### src/source/nbus_pkg.sv
package nbus_pkg;

  // Data and address widths on the processor side
  typedef logic [31:0] word_t;
  typedef logic [31:0] addr_t;

  // One byte on the narrow pin port
  typedef logic [7:0] pin_byte_t;

  // Opcode lives in the top byte of an instruction word
  // The low 24 bits hold a word address or a signed immediate
  typedef enum logic [7:0] {
    op_load  = 8'h01,  // acc = mem[operand*4]
    op_store = 8'h02,  // mem[operand*4] = acc
    op_add   = 8'h03,  // acc = acc + mem[operand*4]
    op_addi  = 8'h04,  // acc = acc + sext(operand)
    op_jmp   = 8'h05,  // pc = operand*4
    op_jz    = 8'h06,  // pc = operand*4 when acc is zero
    op_halt  = 8'h07   // Stop fetching
  } opcode_e;

  // Wishbone classic master request, 67 bits
  typedef struct packed {
    logic  cyc;
    logic  stb;
    logic  we;
    addr_t adr;
    word_t dat;
  } wb_req_t;

  // Pin frame layout
  // Beats 1-4 address bytes, beat 5 command, beats 6-9 data bytes
  localparam int frame_beats = 9;
  localparam int cmd_beat    = 5;

endpackage

### src/source/acc_cpu.sv
`timescale 1ns/1ps

module acc_cpu #(
  parameter nbus_pkg::addr_t reset_vector = '0
) (
  input  logic              clk,
  input  logic              reset,
  output nbus_pkg::wb_req_t wb_req,
  input  logic              wb_ack,
  input  nbus_pkg::word_t   wb_dat,
  output logic              halted
);

  typedef enum logic [2:0] {
    fetch,       // Put the instruction read on the bus
    fetch_wait,  // Wait for the instruction word
    exec,        // Decode and either finish or start a data access
    mem_wait,    // Wait for the data access of load, add or store
    halt_st      // Parked until reset
  } state_e;

  state_e            state;
  nbus_pkg::addr_t   pc;
  nbus_pkg::word_t   acc;
  nbus_pkg::word_t   ir;            // Current instruction
  nbus_pkg::opcode_e opcode;
  logic [23:0]       operand;
  nbus_pkg::addr_t   operand_adr;   // Operand taken as a word address
  nbus_pkg::word_t   operand_sext;  // Operand taken as a signed immediate
  nbus_pkg::addr_t   pc_next;

  assign opcode       = nbus_pkg::opcode_e'(ir[31:24]);
  assign operand      = ir[23:0];
  assign operand_adr  = {6'b0, operand, 2'b00};
  assign operand_sext = {{8{operand[23]}}, operand};
  assign pc_next      = pc + 32'd4;

  assign halted = (state == halt_st);

  // Instruction register loads on the fetch ack
  always_ff @(posedge clk) begin
    if (state == fetch_wait && wb_ack) begin
      ir <= wb_dat;
    end
  end

  always_ff @(posedge clk) begin
    if (reset) begin
      state  <= fetch;
      pc     <= reset_vector;
      acc    <= '0;
      wb_req <= '0;
    end else begin
      case (state)
        fetch: begin
          wb_req <= '{cyc: 1'b1, stb: 1'b1, we: 1'b0, adr: pc, dat: '0};
          state  <= fetch_wait;
        end

        fetch_wait: begin
          if (wb_ack) begin
            wb_req.cyc <= 1'b0;  // End of cycle, nothing new this clock
            wb_req.stb <= 1'b0;
            state      <= exec;
          end
        end

        exec: begin
          case (opcode)
            nbus_pkg::op_load, nbus_pkg::op_add: begin
              wb_req <= '{cyc: 1'b1, stb: 1'b1, we: 1'b0, adr: operand_adr, dat: '0};
              state  <= mem_wait;
            end
            nbus_pkg::op_store: begin
              wb_req <= '{cyc: 1'b1, stb: 1'b1, we: 1'b1, adr: operand_adr, dat: acc};
              state  <= mem_wait;
            end
            nbus_pkg::op_addi: begin
              acc   <= acc + operand_sext;
              pc    <= pc_next;
              state <= fetch;
            end
            nbus_pkg::op_jmp: begin
              pc    <= operand_adr;  // Target given as a word address
              state <= fetch;
            end
            nbus_pkg::op_jz: begin
              pc    <= (acc == '0) ? operand_adr : pc_next;
              state <= fetch;
            end
            nbus_pkg::op_halt: begin
              state <= halt_st;
            end
            default: begin
              state <= halt_st;  // Unknown opcode stops the machine
            end
          endcase
        end

        mem_wait: begin
          if (wb_ack) begin
            wb_req.cyc <= 1'b0;
            wb_req.stb <= 1'b0;
            if (opcode == nbus_pkg::op_load) begin
              acc <= wb_dat;
            end else if (opcode == nbus_pkg::op_add) begin
              acc <= acc + wb_dat;
            end
            pc    <= pc_next;  // Store needs no register update
            state <= fetch;
          end
        end

        halt_st: begin
          state <= halt_st;
        end

        default: begin
          state <= fetch;
        end
      endcase
    end
  end

  // Classic handshake, the master may not change a pending request
  a_req_stable: assert property (
    @(posedge clk) disable iff (reset)
    (wb_req.stb && !wb_ack) |=> $stable(wb_req)
  );

  // A halted core leaves the bus quiet
  a_no_stb_halted: assert property (
    @(posedge clk) disable iff (reset)
    (state == halt_st) |-> !wb_req.stb
  );

endmodule

### src/source/nbus_bridge.sv
`timescale 1ns/1ps

module nbus_bridge (
  input  logic                clk,
  input  logic                reset,
  input  nbus_pkg::wb_req_t   wb_req,
  output logic                wb_ack,
  output nbus_pkg::word_t     wb_dat,
  output logic                frame_start,
  output nbus_pkg::pin_byte_t addr_pins,
  output nbus_pkg::pin_byte_t data_out,
  input  nbus_pkg::pin_byte_t data_in,
  output logic                data_oe
);

  typedef logic [3:0] beat_t;

  localparam beat_t last_beat = beat_t'(nbus_pkg::frame_beats);
  localparam beat_t cmd_beat  = beat_t'(nbus_pkg::cmd_beat);

  beat_t               beat;       // 0 when idle, 1 to 9 inside a frame
  beat_t               next_beat;
  logic                start;
  nbus_pkg::wb_req_t   req_q;      // Request held for the whole frame
  nbus_pkg::wb_req_t   cur_req;
  logic [1:0]          lane;       // Byte lane for the coming beat
  nbus_pkg::pin_byte_t adr_byte;
  nbus_pkg::pin_byte_t wr_byte;
  nbus_pkg::word_t     rd_shift;   // Read bytes enter from the top

  // New frame only from idle and not in the ack cycle
  assign start = (beat == '0) && !wb_ack && wb_req.cyc && wb_req.stb;

  always_comb begin
    next_beat = '0;
    if (start) begin
      next_beat = beat_t'(1);
    end else if (beat != '0 && beat != last_beat) begin
      next_beat = beat + beat_t'(1);
    end
  end

  // On the start edge the latch is not loaded yet
  assign cur_req = start ? wb_req : req_q;

  always_comb begin
    if (next_beat > cmd_beat) begin
      lane = 2'(next_beat - cmd_beat - beat_t'(1));  // Beats 6-9
    end else begin
      lane = 2'(next_beat - beat_t'(1));  // Beats 1-4
    end
  end

  assign adr_byte = cur_req.adr[8*lane +: 8];
  assign wr_byte  = cur_req.we ? cur_req.dat[8*lane +: 8] : '0;

  always_ff @(posedge clk) begin
    if (reset) begin
      beat        <= '0;
      wb_ack      <= 1'b0;
      frame_start <= 1'b0;
      data_oe     <= 1'b0;
    end else begin
      beat        <= next_beat;
      wb_ack      <= (beat == last_beat);  // One cycle after beat 9
      frame_start <= start;
      data_oe     <= (next_beat != '0) && (next_beat != cmd_beat) && cur_req.we;
    end
  end

  // Pin lanes are registered from the beat about to begin
  always_ff @(posedge clk) begin
    if (start) begin
      req_q <= wb_req;
    end
    case (next_beat)
      beat_t'(1), beat_t'(2), beat_t'(3), beat_t'(4): begin
        addr_pins <= adr_byte;  // Address, low byte first
        data_out  <= wr_byte;
      end
      cmd_beat: begin
        addr_pins <= {7'b0, cur_req.we};  // Write flag on bit 0
        data_out  <= '0;
      end
      beat_t'(6), beat_t'(7), beat_t'(8), beat_t'(9): begin
        addr_pins <= '0;
        data_out  <= wr_byte;
      end
      default: begin
        addr_pins <= '0;
        data_out  <= '0;
      end
    endcase
  end

  // Sample data_in at the end of each data beat of a read
  always_ff @(posedge clk) begin
    if (beat > cmd_beat && !req_q.we) begin
      rd_shift <= {data_in, rd_shift[31:8]};
    end
  end

  assign wb_dat = rd_shift;

  a_ack_single: assert property (
    @(posedge clk) disable iff (reset)
    wb_ack |=> !wb_ack
  );

  // Frames do not overlap on the pins
  a_frame_spacing: assert property (
    @(posedge clk) disable iff (reset)
    frame_start |=> !frame_start [*8]
  );

endmodule

### src/source/nbus_system.sv
`timescale 1ns/1ps

module nbus_system #(
  parameter nbus_pkg::addr_t reset_vector = '0
) (
  input  logic                clk,
  input  logic                reset,
  output logic                frame_start,
  output nbus_pkg::pin_byte_t addr_pins,
  output nbus_pkg::pin_byte_t data_out,
  input  nbus_pkg::pin_byte_t data_in,
  output logic                data_oe,
  output logic                halted
);

  // Wishbone link between core and bridge
  nbus_pkg::wb_req_t wb_req;
  logic              wb_ack;
  nbus_pkg::word_t   wb_dat;

  acc_cpu #(
    .reset_vector(reset_vector)
  ) cpu_i (
    .clk   (clk),
    .reset (reset),
    .wb_req(wb_req),
    .wb_ack(wb_ack),
    .wb_dat(wb_dat),
    .halted(halted)
  );

  nbus_bridge bridge_i (
    .clk        (clk),
    .reset      (reset),
    .wb_req     (wb_req),
    .wb_ack     (wb_ack),
    .wb_dat     (wb_dat),
    .frame_start(frame_start),
    .addr_pins  (addr_pins),
    .data_out   (data_out),
    .data_in    (data_in),
    .data_oe    (data_oe)
  );

endmodule

### config.mk
export PLATFORM = sky130hd
export DESIGN_NAME = nbus_system
export DESIGN_NICKNAME = d
export VERILOG_FILES = /design/src/source/nbus_pkg.sv /design/src/source/acc_cpu.sv /design/src/source/nbus_bridge.sv /design/src/source/nbus_system.sv
export SDC_FILE = /design/constraint.sdc
export NUM_CORES = 1
export LEC_CHECK = 0
export BUFFER_PORTS_ARGS = -buffer_cell sky130_fd_sc_hd__buf_2
export CORE_UTILIZATION = 45
export DETAILED_ROUTE_END_ITERATION = 8
export HOLD_SLACK_MARGIN = 0.1
export PLACE_DENSITY = 0.68
export SLEW_MARGIN = 20
export SYNTH_ARGS = -nofsm -noshare
export SYNTH_HDL_FRONTEND = slang
export SYNTH_SLANG_ARGS = --single-unit
### constraint.sdc
create_clock -name clk -period 3.7 [get_ports clk]
set_input_delay 0.74 -clock clk [delete_from_list [all_inputs] [get_ports clk]]
set_output_delay 0.74 -clock clk [all_outputs]
set_load 0.01 [all_outputs]
==> flow_metrics.py <==
metrics = {
    "outcome": {
        "status": "complete, no violations",
    },
    "critical_path": {
        "slowest_delay_ns": 0.58,
        "worstPathArrival_ns": 3.86,
        "worstSetupStartpointType": "flip-flop",
        "cp_slowest_cell": "mux4_1",
        "end_kind": "flip-flop",
        "worstPathMaxFanout": 12,
        "cp_cell_sequence": "inv_1 > ha_1 > nor2b_2 > a21oi_2 > nor2_1 > o21a_1 > inv_1 > ha_1 > nor2_1 > a21boi_4 > mux2i_2 > buf_4 > mux4_1 > nor2b_1",
        "critPathKind": "flip-flop to flip-flop",
        "cp.required_ns": 4.17,
    },
    "routing": {
        "viasPerCell": 5.90,
        "drtPass1Iterations": 5,
        "drt_iter0_drc": 867,
        "drcViolationCount": 0,
        "post_drt_wl_per_cell_um": 20.0,
        "antenna_left": 0,
        "vias": 12000,
        "routed_wl_um": 40600,
    },
    "timing": {
        "rsz0062_at_grt": "false",
        "max_freq_mhz": 295,
        "setup_viol_count_final": 0,
        "slew_headroom_pct": 40.6,
        "clock_skew_ns": 0.0139,
        "maxSlewViolCount": 0,
        "hold_ws_ns": 0.339,
        "post-route-period-util_pct": 91.6,
        "period_needed_ns": 3.39,
        "fin_tns_setup_ns": 0,
        "tightestPinTransition_ns": 0.890,
        "hold_violations": 0,
    },
    "flow_run": {
        "max_cap_violations": 0,
    },
    "layout": {
        "stdcell_count": 2032,
        "nNetsFinal": 1648,
        "areaGrowthSynthToFinish_pct": 11.2,
        "final_cell_mix": "dfxtp_1, nor2_1, a21oi_1",
        "fillers": 3033,
        "regArea_um2": 6290,
        "final_common_cell": "dfxtp_1",
        "drive_gt1_share_pct": 13.8,
        "multi_input_area_um2": 8120,
        "antennaDiodeCount": 0,
    },
    "synth": {
        "ys_ff_latch": 282,
        "yosys_warnings": 0,
        "synth_edf_count": 64,
        "async_flop_share_pct": 0,
        "synthAdderAreaFrac_pct": 6.17,
        "synth-simple-area-share_pct": 15.7,
        "syn-cell-area_um2": 14900,
        "synth_cells": 1572,
        "synth_area_leader_cell": "dfxtp_1",
        "synth_top_family_by_area": "compound AO/OA/AOI/OAI gates",
        "yosys_most_used_dff": "dfxtp_1",
        "syn-mean-instance-area_um2": 9.45,
        "yosys.area.top_type_share_pct": 29.4,
        "synth_nets": 1654,
        "synth-compound-area-share_pct": 19.4,
        "synth.area.top_cells": "dfxtp_1, edfxtp_1, ha_1",
        "synth_xor_area_share_pct": 3.59,
        "synthMuxAreaShare_pct": 9.59,
        "synth-seq-area-share_pct": 42.3,
        "ys_types": 85,
    },
    "global_routing": {
        "antenna_found_initial": 1,
        "grt_usage_pct": 24.0,
        "overflow": 0,
        "grt_max_degree": 72,
        "grt_first_pass_wirelength_um": 63300,
        "grt_pass1_vias": 11500,
    },
    "pwr": {
        "powerDensity_nw_per_um2": 413,
        "ir_worst_vdd_mv": 0.323,
        "leakage_nw": 6.41,
        "power.total_mw": 6.82,
    },
    "clock_network": {
        "clock_latency_ns": 0.58,
        "cts_setup_buffers": 0,
        "cts_resized": 0,
        "cts-root-buf": "clkbuf_16",
        "path_clk_slew_ns": 0.06,
        "clockBufferDepth": 3,
        "cts_hold_repair.buffers": 0,
        "cts_num_sinks": 282,
        "h-tree-depth": 1,
        "cts_tree": "yes",
        "numCtsBuffers": 30,
    },
    "die": {
        "rows": 66,
        "die_w_um": 184,
        "fp.dieArea_um2": 33700,
        "fp.dieH_um": 184,
        "core_area_um2": 32500,
        "start_util_pct": 45.7,
        "io_pins": 29,
    },
    "min_path": {
        "worstHoldPathType": "input pin to flip-flop",
    },
    "place": {
        "dpl.hpwl_um": 29600,
        "dpl.cell_count": 1976,
        "globalplace.congestion": 0.915,
        "portBuffers": 28,
    },
}
-- metal layers --
metal	vias to the layer above	share of wire (%)	routed length, µm	track usage, %
met4	2	4.5	1830	10.4
met1	5745	43	17600	31.0
li1	5792	-	-	-
met2	357	46	18600	39.3
met3	99	6.2	2500	4.48
met5	-	0.035	14	0
-- path summary, 6_finish.rpt --
kind / start / end / slack, ns / depth (start not counted)
max: bridge_i.beat[0] / bridge_i.data_out[0] / 0.31 / 14
min: data_in[4] / bridge_i.wb_dat[28] / 0.34 / 1
max reg2reg: bridge_i.beat[0] / bridge_i.data_out[0] / 0.31 / 14
min reg2reg: cpu_i.wb_req[33] / cpu_i.wb_req[33] / 0.45 / 2
-- cell families after synthesis --
| logic type | count (synthesis) |
|---|---|
| compound gates | 432 |
| xor+xnor | 60 |
| fa+ha+maj | 72 |
| buf+inv | 121 |
| flops | 282 |
| mux | 113 |
| simple gates | 492 |
-- synthesized netlist by cell type (40+ instances only) --
cell type	instances
dfxtp_1	218
mux2_2	62
a211oi_1	51
edfxtp_1	64
a22oi_1	41
ha_1	70
a21o_1	40
o21ai_0	58
nor2_1	193
nand2_1	103
clkbuf_1	66
a21oi_1	121
-- where the power goes --
| part | leakage (nW) | internal [mW] | switching [mW] | total (mW) |
|---|---|---|---|---|
| logic | 3.54 | 0.167 | 0.206 | 0.373 |
| clock network | 0.529 | 1.90 | 1.33 | 3.22 |
| registers | 2.34 | 3.20 | 0.0245 | 3.22 |
| total | 6.41 | 5.26 | 1.56 | 6.82 |
-- registers in the layout, indices dropped and copies added (netlist names) --
| signal | cells |
|---|---|
| cpu_i.acc | 32 |
| bridge_i.data_out | 8 |
| bridge_i.wb_ack | 1 |
| bridge_i.req_q | 65 |
| cpu_i.ir | 32 |
| cpu_i.pc | 30 |
| bridge_i.beat | 4 |
| bridge_i.addr_pins | 8 |
| bridge_i.frame_start | 1 |
| bridge_i.wb_dat | 32 |
| cpu_i.wb_req | 65 |
| cpu_i.state | 3 |
| bridge_i.data_oe | 1 |
-- area by class of cell --
| type | instances | share of cell area [%] |
|---|---|---|
| multi-input cells | 1169 | 49.2 |
| well taps | 442 | 3.35 |
| flip-flops and latches | 282 | 38.0 |
| repair buffers | 53 | 2.23 |
| clock inverters | 16 | 1.20 |
| inverters | 30 | 0.682 |
| clock buffers | 40 | 5.33 |
-- critical path, delay by kind of cell, from the launching register on --
family,cells,cell delay (ns)
multiplexers,2,0.81
flip-flops,1,0.42
buffers and inverters,3,0.53
AO/OA/AOI/OAI,3,0.61
AND/OR/NAND/NOR,4,0.47
adder cells (fa/ha/maj),2,0.43
-- stage by stage --
| step | worst slack [ns] | utilization [%] | instance area [µm²] |
|---|---|---|---|
| 3_5_place_dp | 0.343 | 47.5 | 15400 |
| 6_report | 0.310 | 50.8 | 16500 |
| 5_1_grt | 0.0972 | 50.8 | 16500 |
| 4_1_cts | 0.319 | 50.8 | 16500 |
| 3_3_place_gp | 0.469 | 47.4 | 15400 |
| 2_1_floorplan | 0.157 | - | 14900 |
Power figures use the tool's default switching activity.
